$ cat config.mk
export PLATFORM = sky130hd
export DESIGN_NAME = lab_board_top
export DESIGN_NICKNAME = d
export VERILOG_FILES = /design/src/design/display_pkg.sv /design/src/design/lab_ops_pkg.sv /design/src/design/alu_unit.sv /design/src/design/barrel_shifter.sv /design/src/design/lab_board_top.sv /design/src/design/result_display.sv
export VERILOG_INCLUDE_DIRS = /design/src /design/src/include
export SDC_FILE = /design/constraint.sdc
export NUM_CORES = 1
export LEC_CHECK = 0
export BUFFER_PORTS_ARGS = -buffer_cell sky130_fd_sc_hd__buf_2
export CORE_MARGIN = 4
export CORE_UTILIZATION = 35
export CTS_BUF_LIST = sky130_fd_sc_hd__clkbuf_2
export CTS_CLUSTER_SIZE = 14
export DETAILED_ROUTE_END_ITERATION = 7
export PLACE_DENSITY = 0.6
export SETUP_SLACK_MARGIN = 0.3
export SLEW_MARGIN = 0
export SYNTH_ARGS = -nofsm -noshare
export SYNTH_HDL_FRONTEND = slang
export SYNTH_SLANG_ARGS = --single-unit
export TNS_END_PERCENT = 50
$ cat constraint.sdc
create_clock -name btn -period 5.8 [get_ports btn]
set_input_delay 0 -clock btn [delete_from_list [all_inputs] [get_ports btn]]
set_output_delay 0 -clock btn [all_outputs]
set_load 0.1 [all_outputs]
$ cat src/include/lab_consts.svh
`ifndef LAB_CONSTS_SVH
`define LAB_CONSTS_SVH

// alu operands
`define OPERAND_W 4

// shifter data and amount
`define DATA_W 8
`define SHAMT_W 3

// board io widths
`define SW_W 16
`define LED_W 16
`define SEG_W 8

// mode switch, 1 picks the shifter
`define SW_MODE_BIT 15

`endif

$ cat src/design/display_pkg.sv
`include "lab_consts.svh"

package display_pkg;

    // active low, bit 7 is the dot, bits 6:0 are g..a
    typedef logic [`SEG_W-1:0] seg_t;

    // mode glyphs for the third digit
    typedef enum logic [1:0] {
        glyph_a     = 2'd0,
        glyph_s     = 2'd1,
        glyph_blank = 2'd2
    } glyph_e;

endpackage

$ cat src/design/lab_ops_pkg.sv
package lab_ops_pkg;

    // alu opcodes, taken straight from sw[10:8]
    typedef enum logic [2:0] {
        op_add = 3'd0,
        op_sub = 3'd1,
        op_not = 3'd2,
        op_and = 3'd3,
        op_or  = 3'd4,
        op_xor = 3'd5,
        op_slt = 3'd6,
        op_eq  = 3'd7
    } alu_op_e;

    // shift kinds
    typedef enum logic [1:0] {
        shift_sll = 2'd0,
        shift_srl = 2'd1,
        shift_sra = 2'd2
    } shift_kind_e;

endpackage

$ cat src/design/alu_unit.sv
`include "lab_consts.svh"

module alu_unit (
    input  logic                   btn,
    input  logic                   rst_n,
    input  logic [`OPERAND_W-1:0]  a,
    input  logic [`OPERAND_W-1:0]  b,
    input  lab_ops_pkg::alu_op_e   op,
    output logic [`OPERAND_W-1:0]  res,
    output logic                   zero,
    output logic                   ovfl,
    output logic                   carry
);
    import lab_ops_pkg::*;

    logic [`OPERAND_W-1:0] b_eff;
    logic [`OPERAND_W:0]   sum;
    logic [`OPERAND_W-1:0] res_next;
    logic                  ovfl_next;
    logic                  carry_next;

    // sub runs as a + ~b + 1
    always_comb begin
        b_eff = (op == op_sub) ? ~b : b;
        sum = {1'b0, a} + {1'b0, b_eff} + {{`OPERAND_W{1'b0}}, op == op_sub};
    end

    always_comb begin
        res_next   = '0;
        ovfl_next  = 1'b0;
        carry_next = 1'b0;
        case (op)
            op_add, op_sub: begin
                res_next   = sum[`OPERAND_W-1:0];
                carry_next = sum[`OPERAND_W];
                // same operand signs, result sign flipped
                ovfl_next  = (a[`OPERAND_W-1] == b_eff[`OPERAND_W-1]) &&
                             (sum[`OPERAND_W-1] != a[`OPERAND_W-1]);
            end
            op_not: res_next = ~a;
            op_and: res_next = a & b;
            op_or:  res_next = a | b;
            op_xor: res_next = a ^ b;
            op_slt: res_next = {{(`OPERAND_W-1){1'b0}}, $signed(a) < $signed(b)};
            op_eq:  res_next = {{(`OPERAND_W-1){1'b0}}, a == b};
            default: res_next = '0;
        endcase
    end

    always_ff @(posedge btn) begin
        if (!rst_n) begin
            res   <= '0;
            zero  <= 1'b0;
            ovfl  <= 1'b0;
            carry <= 1'b0;
        end else begin
            res   <= res_next;
            zero  <= (res_next == '0);
            ovfl  <= ovfl_next;
            carry <= carry_next;
        end
    end

endmodule

$ cat src/design/barrel_shifter.sv
`include "lab_consts.svh"

module barrel_shifter (
    input  logic                 btn,
    input  logic                 rst_n,
    input  logic [`DATA_W-1:0]   din,
    input  logic [`SHAMT_W-1:0]  shamt,
    input  logic                 right,
    input  logic                 arith,
    output logic [`DATA_W-1:0]   res
);
    import lab_ops_pkg::*;

    shift_kind_e        kind;
    logic [`DATA_W-1:0] stage [0:`SHAMT_W];

    // one stage of the log shifter, sra keeps the sign bit
    function automatic logic [`DATA_W-1:0] shift_step(
        input logic [`DATA_W-1:0] v,
        input int unsigned        n,
        input shift_kind_e        k
    );
        case (k)
            shift_sll: shift_step = v << n;
            shift_srl: shift_step = v >> n;
            shift_sra: shift_step = $unsigned($signed(v) >>> n);
            default:   shift_step = v;
        endcase
    endfunction

    always_comb begin
        if (!right)
            kind = shift_sll;
        else if (arith)
            kind = shift_sra;
        else
            kind = shift_srl;
    end

    // stage i shifts by 2**i when shamt[i] is set
    always_comb begin
        stage[0] = din;
        for (int i = 0; i < `SHAMT_W; i++) begin
            stage[i+1] = shamt[i] ? shift_step(stage[i], 1 << i, kind) : stage[i];
        end
    end

    always_ff @(posedge btn) begin
        if (!rst_n)
            res <= '0;
        else
            res <= stage[`SHAMT_W];
    end

endmodule

$ cat src/design/lab_board_top.sv
`include "lab_consts.svh"

module lab_board_top (
    input  logic                btn,
    input  logic                rst_n,
    input  logic [`SW_W-1:0]    sw,
    output logic [`LED_W-1:0]   ledr,
    output display_pkg::seg_t   seg0,
    output display_pkg::seg_t   seg1,
    output display_pkg::seg_t   seg2,
    output display_pkg::seg_t   seg3
);
    import lab_ops_pkg::*;

    alu_op_e               alu_op;
    logic [`OPERAND_W-1:0] alu_res;
    logic                  alu_zero;
    logic                  alu_ovfl;
    logic                  alu_carry;
    logic [`DATA_W-1:0]    shift_res;

    assign alu_op = alu_op_e'(sw[10:8]);

    alu_unit u_alu (
        .btn   (btn),
        .rst_n (rst_n),
        .a     (sw[3:0]),
        .b     (sw[7:4]),
        .op    (alu_op),
        .res   (alu_res),
        .zero  (alu_zero),
        .ovfl  (alu_ovfl),
        .carry (alu_carry)
    );

    // shamt shares sw[10:8] with the opcode
    barrel_shifter u_shift (
        .btn   (btn),
        .rst_n (rst_n),
        .din   (sw[7:0]),
        .shamt (sw[10:8]),
        .right (sw[11]),
        .arith (sw[12]),
        .res   (shift_res)
    );

    result_display u_disp (
        .btn       (btn),
        .rst_n     (rst_n),
        .mode      (sw[`SW_MODE_BIT]),
        .alu_res   (alu_res),
        .alu_zero  (alu_zero),
        .alu_ovfl  (alu_ovfl),
        .alu_carry (alu_carry),
        .shift_res (shift_res),
        .ledr      (ledr),
        .seg0      (seg0),
        .seg1      (seg1),
        .seg2      (seg2),
        .seg3      (seg3)
    );

endmodule

$ cat src/design/result_display.sv
`include "lab_consts.svh"

module result_display (
    input  logic                   btn,
    input  logic                   rst_n,
    input  logic                   mode,
    input  logic [`OPERAND_W-1:0]  alu_res,
    input  logic                   alu_zero,
    input  logic                   alu_ovfl,
    input  logic                   alu_carry,
    input  logic [`DATA_W-1:0]     shift_res,
    output logic [`LED_W-1:0]      ledr,
    output display_pkg::seg_t      seg0,
    output display_pkg::seg_t      seg1,
    output display_pkg::seg_t      seg2,
    output display_pkg::seg_t      seg3
);
    import display_pkg::*;

    logic               mode_q;
    logic [`DATA_W-1:0] sel_res;
    logic               sel_zero;
    logic [`LED_W-1:0]  ledr_next;
    glyph_e             glyph;

    // hex digit, dot off
    function automatic seg_t hex_seg(input logic [3:0] nib);
        case (nib)
            4'h0: hex_seg = 8'hc0;
            4'h1: hex_seg = 8'hf9;
            4'h2: hex_seg = 8'ha4;
            4'h3: hex_seg = 8'hb0;
            4'h4: hex_seg = 8'h99;
            4'h5: hex_seg = 8'h92;
            4'h6: hex_seg = 8'h82;
            4'h7: hex_seg = 8'hf8;
            4'h8: hex_seg = 8'h80;
            4'h9: hex_seg = 8'h90;
            4'ha: hex_seg = 8'h88;
            4'hb: hex_seg = 8'h83;
            4'hc: hex_seg = 8'hc6;
            4'hd: hex_seg = 8'ha1;
            4'he: hex_seg = 8'h86;
            default: hex_seg = 8'h8e;
        endcase
    endfunction

    function automatic seg_t glyph_seg(input glyph_e g);
        case (g)
            glyph_a: glyph_seg = 8'h88;
            glyph_s: glyph_seg = 8'h92;
            default: glyph_seg = 8'hff;
        endcase
    endfunction

    // mode lags one edge to line up with the unit registers
    always_ff @(posedge btn) begin
        if (!rst_n)
            mode_q <= 1'b0;
        else
            mode_q <= mode;
    end

    always_comb begin
        sel_res  = mode_q ? shift_res : {{(`DATA_W-`OPERAND_W){1'b0}}, alu_res};
        sel_zero = mode_q ? (shift_res == '0) : alu_zero;
        glyph    = mode_q ? glyph_s : glyph_a;

        ledr_next = '0;
        ledr_next[`DATA_W-1:0] = sel_res;
        ledr_next[8]  = sel_zero;
        // flags only mean something for the alu
        ledr_next[9]  = !mode_q && alu_ovfl;
        ledr_next[10] = !mode_q && alu_carry;
    end

    always_ff @(posedge btn) begin
        if (!rst_n) begin
            ledr <= '0;
            seg0 <= 8'hff;
            seg1 <= 8'hff;
            seg2 <= 8'hff;
            seg3 <= 8'hff;
        end else begin
            ledr <= ledr_next;
            seg0 <= hex_seg(sel_res[3:0]);
            seg1 <= hex_seg(sel_res[7:4]);
            seg2 <= glyph_seg(glyph);
            seg3 <= glyph_seg(glyph_blank);
        end
    end

endmodule

==> summary.md, run 1 <==
| Metric | Value |
|---|---|
| Skew final | 0.0217 ns |
| CP endpoint kind | flip-flop |
| Core ar. | 8260 µm² |
| Yosys warns | 0 |
| DR pass1 iterations | 4 |
| Most Used Layer, Global Route | met2 |
| MaxCap Viol Count | 0 |
| Setup Viol. Count Final | 0 |
| Hold Worst Slack | 0.0451 ns |
| Die ar. | 10000 µm² |
| Final Core Density | 0.390 |
| Sw power | 0.000352 W |
| Critical path peak fanout | 21 |
| First-pass GRT wire length | 10.4 mm |
| Worst-Margin Slew | 1.14 ns |
| CTS tree | done |
| Sequential share of power | 0.409 |
| Number of remaining DRC errors | 0 |
| Number of enable flip-flop cells after synthesis | 0 |
| Die Y | 100 µm |
| Status | finished, final reports clean |
| List of most frequent post-synthesis cells | dfxtp_1, ha_1, buf_4, nand2_1, nor2_1 |
| CP Launch Type | flip-flop |
| Combinational fraction of design power | 0.399 |
| Met3 Use GR | 0.0257 |
| I/O Buffers | 47 |
| Fmax | 400 MHz |
| Area share of the largest cell type after synthesis | 0.296 |
| Mapped Cells | 349 |
| Min-delay worst type | primary input to flip-flop |
| Clock Tree Buf Depth | 2 |
| Final period utilization | 0.431 |
| XOR/XNOR share of the synthesized area | 0.0147 |
| Leakage | 1.48 nW |
| Sw frac | 0.428 |
| Final hold viol count | 0 |
| Gpl congestion | 0.858 |
| Layout area overhead | 8.25% |
| H-Tree Level Count | 2 |
| Gr usage total | 0.125 |
| Peak supply drop | 0.0798 mV |
| Final instance area | 3220 µm² |
| Critical Path AT | 2.79 ns |
| Unrepaired setup endpoints after global routing | false |
| Ys async rst share | 0 |
| Die Width | 100 µm |
| Main synth FF type | dfxtp_1 |
| Simple-gate share of the synthesized area | 0.164 |
| Adder-Cell Fraction of Synth Area | 0.120 |
| Post-synthesis compound-gate area fraction | 0.190 |
| Internal power | 0.000471 W |
| Post-CTS Resized | 0 |
| Largest family of logic cells by synthesized area | compound AO/OA/AOI/OAI gates |
| Final cell count without fillers | 485 |
| Via Count | 2429 |
| Placed cells | 475 |
| Starting DRT DRC Count | 56 |
| M1 GR Usage | 0.168 |
| Worst Path Class, Setup | flip-flop to flip-flop |
| Count of cell types in the netlist | 55 |
| # fillers | 893 |
| Routed len/inst | 12.8 µm |
| Pwr Density | 256 nW/µm² |
| Post-synthesis mux area share | 0.0939 |
| Worst-skew pair later-pin latency | 0.40 ns |
| Grt ovf | 0 |
| Cell type with the largest total area after synthesis | dfxtp_1 |
| Top post-synthesis cells by area | dfxtp_1, ha_1, buf_4 |
| Share of post-route cells with drive strength above 1 | 0.189 |
| Initial Utilization | 0.360 |
| Mapped Area | 2970 µm² |
| Most frequent cell after synthesis | dfxtp_1 |
| WL final | 6.22 mm |
| Grt met2 use | 0.205 |
| Vias in the first global route | 2253 |
| Initial antenna violation count | 0 |
| Routed vias/inst | 5.01 |
| CTS sink count | 44 |
| CTS Root Cell | clkbuf_2 |
| Antenna cell count | 0 |
| Num CTS Buffers | 5 |
| Post-DP Area | 3140 µm² |
| Clock transition at path regs | 0.20 ns |
| Post-synthesis sequential area ratio | 0.296 |
| Max_slew headroom | 0.216 |
| Pin count of the biggest net entering global routing | 37 |
| Standard-cell row count | 33 |
| Setup bufs post-CTS | 0 |
| Slew Limit Fails | 0 |
| Post-layout nets | 425 |
| CP required | 6.09 ns |
| Final worst path period need | 2.50 ns |
| Final antenna-violating net count | 0 |
| FF+latch count, synth | 44 |
| Setup TNS | 0 ns |
| Clock power share | 0.191 |
| Post-DP HPWL | 4.69 mm |
| I/O pin count | 66 |
| Syn Area/Cell | 8.52 µm² |
## flip-flops by register name, summed over array words and instances, names as in the netlist
register	flops
u_shift.res	8
u_alu.zero	1
u_disp.seg1	7
u_disp.seg2	3
u_alu.ovfl	1
u_disp.seg0	7
u_alu.carry	1
u_alu.res	4
u_disp.mode_q	1
u_disp.ledr	11
## per-layer routing
| layer | wire, µm | share of wire |
|---|---|---|
| met1 | 2850 | 0.46 |
| met2 | 2830 | 0.45 |
| met3 | 488 | 0.078 |
| met4 | 56 | 0.0090 |
| met5 | 0 | 0 |
## repair_timing
item / in CTS / in global routing
setup endpoints to repair: 0 / 0
hold endpoints to repair: 8 / 0
hold buffers: 2 / 0
## logic make-up (layout without fill, tap and decap cells)
| kind of cell | after synthesis | count (layout) |
|---|---|---|
| XOR/XNOR | 5 | 5 |
| flip-flops | 44 | 44 |
| adder cells (fa/ha/maj) | 28 | 28 |
| multiplexers | 24 | 24 |
| buffers and inverters | 65 | 82 |
| AND/OR/NAND/NOR | 95 | 95 |
| AO/OA/AOI/OAI | 86 | 86 |
| other | 2 | 16 |
## stage by stage
step           setup WS (ns)  total power, W
6_report                3.30        0.000823
3_3_place_gp            3.11        0.000668
3_5_place_dp            3.06        0.000671
5_1_grt                 3.01        0.000867
2_1_floorplan           3.88        0.000632
4_1_cts                 3.31        0.000832
## worst paths after layout
check / cells after the start / endpoint / slack (ns) / startpoint
min reg2reg: 2 / u_disp.ledr[10]$_SDFF_PN0_ / 0.43 / u_alu.carry$_SDFF_PN0_
max: 5 / u_disp.seg0[0]$_SDFF_PN1_ / 3.30 / u_disp.mode_q$_SDFF_PN0_
max reg2reg: 5 / u_disp.seg0[0]$_SDFF_PN1_ / 3.30 / u_disp.mode_q$_SDFF_PN0_
min: 4 / u_alu.ovfl$_SDFF_PN0_ / 0.05 / sw[3]
## layout by cell type, fill, tap and decap left out, types with 2 or more instances in the layout
cell	netlist	routed
mux4_2	2	2
mux2i_1	11	11
dlygate4sd3_1	0	2
o221ai_1	2	2
nor4_1	2	2
nand2_1	26	26
mux2_1	4	4
buf_2	7	47
conb_1	2	16
a211oi_1	5	5
nor2b_1	7	7
a21oi_1	19	19
nor3_1	7	7
nand3_1	7	7
o21ai_1	8	8
clkbuf_2	0	5
inv_2	3	3
inv_1	22	22
a211o_1	6	6
nand2b_1	8	8
clkinv_1	0	2
o21ai_0	15	15
a31oi_1	5	5
nor2_1	23	23
a31o_1	2	2
and3_1	4	4
o211ai_1	5	5
ha_1	27	27
dfxtp_1	44	44
mux2_2	7	7
and2_1	4	4
xnor2_1	4	4
o22ai_1	5	5
## critical path, cell delays in order, from the launching register on
cell and delay, ns:
dfxtp_1 0.80, mux2i_1 1.01, nand2b_1 0.22, o22ai_1 0.20, a31o_1 0.12, nand2_1 0.05
## power groups by stage
stage	Clock (W)	Sequential, W	Combinational [W]
after floorplan	0	0.000437	0.000194
after global placement	0	0.000343	0.000325
after detailed placement	0	0.000344	0.000327
after CTS	0.000165	0.000337	0.000330
after global routing	0.000174	0.000341	0.000352
final	0.000158	0.000337	0.000329
## cell type report
cell class	instances	area, µm²	area share
multi-input combinational	254	1790	0.558
sequential	44	881	0.274
timing repair buffer	49	255	0.0793
tap	105	131	0.0408
inverter	25	93.8	0.0292
clock inverter	3	37.5	0.0117
clock buffer	5	25.0	0.00778
Note: power is estimated with default switching activity, not from simulation.
==> inputs of run 2 (changes only) <==
Settings changed: PLACE_DENSITY 0.6 to 0.62.
Clock period 5.8 ns to 2.3 ns, I/O delays scaled along.
==> run 2 against run 1 <==
  * Cell count grew 2.1%
  * Sequential share of layout area shrank 0.68 points
  * Sequential power increased to 2.5 times the previous value
  * First-iteration DRC count rose by 110%
  * Worst hold slack is essentially flat
  * Count of clock-buffer cells in the layout is the same
  * Global-route usage increased by 1.1 points
  * Core utilization increased by 1.0 points
  * Combinational power grew to 2.6 times the previous value
  * Design area is 2.6% higher
  * Non-clock buffer count up 12
  * Highest routed layer unchanged
  * Via count is 1.8% higher
==> summary.md, run 2 (synthesis gave the netlist of run 1 again) <==
| Metric | Value |
|---|---|
| Clock transition at path regs | 0.20 ns |
| Top reg by flops | u_disp.ledr |
| CP required | 2.60 ns |
| Share of post-route cells with drive strength above 1 | 0.215 |
| CP endpoint kind | flip-flop |
| Core ar. | 8260 µm² |
| Starting DRT DRC Count | 117 |
| Antenna cell count | 0 |
| Most common library cell in the layout ignoring fill and taps | buf_2 |
| Biggest regs | u_disp.ledr x11, u_shift.res x8 |
| Post-layout nets | 437 |
| Hold Worst Slack | 0.0446 ns |
| Gr usage total | 0.136 |
| CTS Root Cell | clkbuf_2 |
| Routed len/inst | 13.4 µm |
| Vias in the first global route | 2398 |
| Via Count | 2473 |
| R2r setup slk | 0.50 ns |
| Initial antenna violation count | 0 |
| I/O Buffers | 47 |
| Standard-cell row count | 33 |
| Setup Viol. Count Final | 0 |
| Final cell count without fillers | 495 |
| Worst Path Class, Setup | flip-flop to flip-flop |
| Skew final | 0.00836 ns |
| Final worst path period need | 1.80 ns |
| DR pass1 iterations | 4 |
| Max_slew headroom | 0.654 |
| Final hold viol count | 0 |
| Post-DP Area | 3230 µm² |
| # fillers | 860 |
| MaxCap Viol Count | 0 |
| CTS tree | done |
| Final Core Density | 0.400 |
| Initial Utilization | 0.360 |
| Critical path peak fanout | 4 |
| Die Width | 100 µm |
| Peak supply drop | 0.253 mV |
| Fmax | 555 MHz |
| Unrepaired setup endpoints after global routing | false |
| Pin count of the biggest net entering global routing | 32 |
| Final period utilization | 0.783 |
| Number of flip-flops in the largest register | 11 |
| Worst-skew pair later-pin latency | 0.39 ns |
| Most frequent cells in the layout | buf_2, dfxtp_1, ha_1 |
| Final antenna-violating net count | 0 |
| Post-DP HPWL | 5.04 mm |
| Leakage | 1.53 nW |
| Number of remaining DRC errors | 0 |
| Setup TNS | 0 ns |
| First-pass GRT wire length | 11.3 mm |
| Post-CTS Resized | 0 |
| Worst-Margin Slew | 0.505 ns |
| Placed cells | 487 |
| Critical Path AT | 2.11 ns |
| Grt ovf | 0 |
| Die Y | 100 µm |
| Pwr Density | 638 nW/µm² |
| WL final | 6.65 mm |
| Min-delay worst type | primary input to flip-flop |
| Slew Limit Fails | 0 |
| Layout area overhead | 11.0% |
| I/O pin count | 66 |
| CP Launch Type | flip-flop |
| Clock Tree Buf Depth | 2 |
| Status | finished, final reports clean |
| Gpl congestion | 0.928 |
| Num CTS Buffers | 5 |
| Final instance area | 3300 µm² |
| CTS sink count | 44 |
| Routed vias/inst | 5.00 |
| Die ar. | 10000 µm² |
| H-Tree Level Count | 2 |
run 2: cell types whose count changed in the layout (fill, tap and decap cells not counted):
| cell | before | now |
|---|---|---|
| buf_4 | 0 | 12 |
| clkinv_1 | 2 | 0 |
run 2: layer usage:
metal	vias up	wire, µm	global-route usage
met5	-	0	0
met4	0	142	0.0549
met3	14	367	0.0208
met2	84	2990	0.220
met1	1123	3140	0.180
li1	1252	-	-
run 2: cell type report:
cell class	count	area, µm²	area share
Multi-Input combinational cell	254	1790	0.544
Sequential cell	44	881	0.267
Timing Repair Buffer	61	345	0.105
Tap cell	105	131	0.0398
Inverter	25	93.8	0.0284
Clock inverter	1	30.0	0.00910
Clock buffer	5	25.0	0.00758
run 2: where the power goes:
part	internal [W]	switching (W)	total, W
registers	0.000818	0.0000283	0.000846
logic	0.000208	0.000650	0.000857
clock network	0.000173	0.000228	0.000401
run 2: timing repair:
action                                 4_1_cts  5_1_grt
endpoints found under the hold margin        3        0
setup buffers                                0        0
hold buffers                                 2        0
run 2: per-stage QoR:
| step | total power, W | worst slack, ns |
|---|---|---|
| finish | 0.00210 | 0.498 |
| global route | 0.00222 | 0.365 |
| CTS | 0.00211 | 0.504 |
| floorplan | 0.00159 | 0.382 |
| detailed placement | 0.00172 | 0.254 |
| global placement | 0.00171 | 0.344 |
run 2: worst paths after layout:
path                                to  depth (start not counted)                      from
max reg2reg  u_disp.seg0[3]$_SDFF_PN1_                          6  u_disp.mode_q$_SDFF_PN0_
min reg2reg  u_disp.ledr[9]$_SDFF_PN0_                          2     u_alu.ovfl$_SDFF_PN0_
max          u_disp.seg0[3]$_SDFF_PN1_                          6  u_disp.mode_q$_SDFF_PN0_
min          u_shift.res[0]$_SDFF_PN0_                          3                    sw[10]
run 2: critical path: stages, from the launching register on:
cell,delay (ns)
dfxtp_1,0.45
mux2i_1,0.40
inv_1,0.15
ha_1,0.25
mux2_2,0.27
o21ai_1,0.13
nand2_1,0.06
==> inputs of run 3 (changes only) <==
Clock period 2.3 ns to 1.65 ns, I/O delays scaled along.
==> run 3 against run 2 <==
  * Clock power up 45%
  * Flip-flop and latch count unchanged
  * Sequential power increased by 41%
  * Wire length is 8.3% higher
  * Global-route usage grew 0.54 points
  * Via count up 5.9%
  * Critical endpoint unchanged
==> summary.md, run 3 (synthesis gave the netlist of run 1 again) <==
| Metric | Value |
|---|---|
| Internal power | 0.00182 W |
| Antenna cell count | 0 |
| CP endpoint kind | flip-flop |
| # fillers | 820 |
| Hold Worst Slack | 0.136 ns |
| Skew final | 0.0167 ns |
| Die Y | 100 µm |
| MaxCap Viol Count | 0 |
| Clock Tree Buf Depth | 2 |
| Setup Viol. Count Final | 0 |
| Status | finished, final reports clean |
| Worst-Margin Slew | 0.599 ns |
| Final hold viol count | 0 |
| CTS Root Cell | clkbuf_2 |
| Via Count | 2618 |
| Post-layout nets | 469 |
| Final antenna-violating net count | 0 |
| Share of post-route cells with drive strength above 1 | 0.358 |
| H-Tree Level Count | 2 |
| Standard-cell row count | 33 |
| Post-Place Worst Slack | -0.180 ns |
| Final worst path period need | 1.56 ns |
| Design Power | 0.00316 W |
| Combinational fraction of design power | 0.439 |
| Top reg by flops | u_disp.ledr |
| Num CTS Buffers | 5 |
| Routed vias/inst | 4.95 |
| Clock power share | 0.184 |
| Largest stage delay on the critical path | 0.44 ns |
| Core ar. | 8260 µm² |
| Peak supply drop | 0.239 mV |
| CTS tree | done |
| Max_slew headroom | 0.590 |
| Post-DP HPWL | 5.38 mm |
| CP required | 1.94 ns |
| Gpl congestion | 0.895 |
| Most frequent cells in the layout | buf_2, dfxtp_1, buf_4 |
| I/O pin count | 66 |
| Unrepaired setup endpoints after global routing | true |
| Fmax | 640 MHz |
| CP cell instances | mux2i_4 > inv_2 > ha_4 > mux2_2 > o21ai_2 > nand2_1 |
| CTS sink count | 44 |
| Slew Limit Fails | 0 |
| Layout area overhead | 30.2% |
| Initial Utilization | 0.360 |
| Final period utilization | 0.948 |
| DR pass1 iterations | 5 |
| Sequential share of power | 0.377 |
| Die Width | 100 µm |
| Most common library cell in the layout ignoring fill and taps | buf_2 |
| Critical path peak fanout | 4 |
| Leakage | 1.74 nW |
| Vias in the first global route | 2507 |
| Clock transition at path regs | 0.21 ns |
| Starting DRT DRC Count | 103 |
| Grt ovf | 0 |
| CP Buf/Inv Count | 1 |
| CP top delay family | multiplexers |
| Final worst slack | 0.0865 ns |
| WL final | 7.20 mm |
| Worst-skew pair later-pin latency | 0.39 ns |
| Sw frac | 0.425 |
| I/O Buffers | 47 |
| Number of flip-flops in the largest register | 11 |
| Pwr Density | 815 nW/µm² |
| Worst Path Class, Setup | flip-flop to flip-flop |
| Min-delay worst type | primary input to flip-flop |
| Sw power | 0.00134 W |
| Critical Path AT | 1.86 ns |
| Gr usage total | 0.141 |
| Highest-delay cell along the critical path | dfxtp_4 |
| Die ar. | 10000 µm² |
| CP Launch Type | flip-flop |
| Initial antenna violation count | 0 |
| Pin count of the biggest net entering global routing | 35 |
| First-pass GRT wire length | 11.7 mm |
| Biggest regs | u_disp.ledr x11, u_shift.res x8 |
| Routed len/inst | 13.6 µm |
| Number of remaining DRC errors | 0 |
run 3: changes by cell type in the layout (fill, tap and decap cells not counted), sizes merged:
cell         before  now
buf              59   88
dlygate4sd3       2    5
clkbuf            5    6
clkinv            0    1
run 3: final timing paths:
| check | to | cells past startpoint | slack, ns | startpoint |
|---|---|---|---|---|
| worst min register to register | u_disp.ledr[9]$_SDFF_PN0_ | 2 | 0.42 | u_alu.ovfl$_SDFF_PN0_ |
| worst max register to register | u_disp.seg0[3]$_SDFF_PN1_ | 6 | 0.09 | u_disp.mode_q$_SDFF_PN0_ |
| worst max-delay path | u_disp.seg0[3]$_SDFF_PN1_ | 6 | 0.09 | u_disp.mode_q$_SDFF_PN0_ |
| worst min-delay path | u_alu.ovfl$_SDFF_PN0_ | 4 | 0.14 | sw[3] |
run 3: power groups by stage:
stage	sequential (W)	combinational, W	clock, W
after floorplan	0.00154	0.000732	0
after global placement	0.00121	0.00127	0
after detailed placement	0.00121	0.00128	0
after CTS	0.00119	0.00131	0.000605
after global routing	0.00120	0.00148	0.000642
final	0.00119	0.00139	0.000581
run 3: area by class of cell:
class | count | area (µm²) | share of cell area
Clock buffer | 6 | 30.0 | 0.00776
Clock inverter | 2 | 35.0 | 0.00905
Inverter | 25 | 109 | 0.0281
Multi-Input combinational cell | 254 | 2040 | 0.527
Sequential cell | 44 | 886 | 0.229
Tap cell | 105 | 131 | 0.0339
Timing Repair Buffer | 93 | 638 | 0.165
run 3: per-stage QoR:
step	instance area [µm²]	cells	utilization	TNS, ns
6_report	3870	529	0.469	0
5_1_grt	3870	529	0.469	0
4_1_cts	3700	522	0.448	0
3_5_place_dp	3540	505	0.429	-0.463
3_3_place_gp	3540	505	0.429	-0.154
2_1_floorplan	3240	363	-	-0.355
run 3: worst min-delay path: stages:
cell and delay, ns:
buf_2 0.10, buf_4 0.17, ha_1 0.19, nor3_1 0.06
run 3: repair_timing:
action                                  in CTS  in global routing
endpoints found under the setup margin      15                 16
endpoints found under the hold margin       13                  0
setup buffers                                4                  7
hold buffers                                 5                  0
gates resized for setup                      5                 26
pin swaps                                    0                 10
run 3: layer usage:
layer	track usage	wire length [µm]	vias to the layer above	share of wire
li1	-	-	1327	-
met1	0.184	3150	1205	0.44
met5	0	0	-	0
met3	0.0250	427	4	0.059
met4	0.0477	30	0	0.0042
met2	0.236	3590	82	0.50
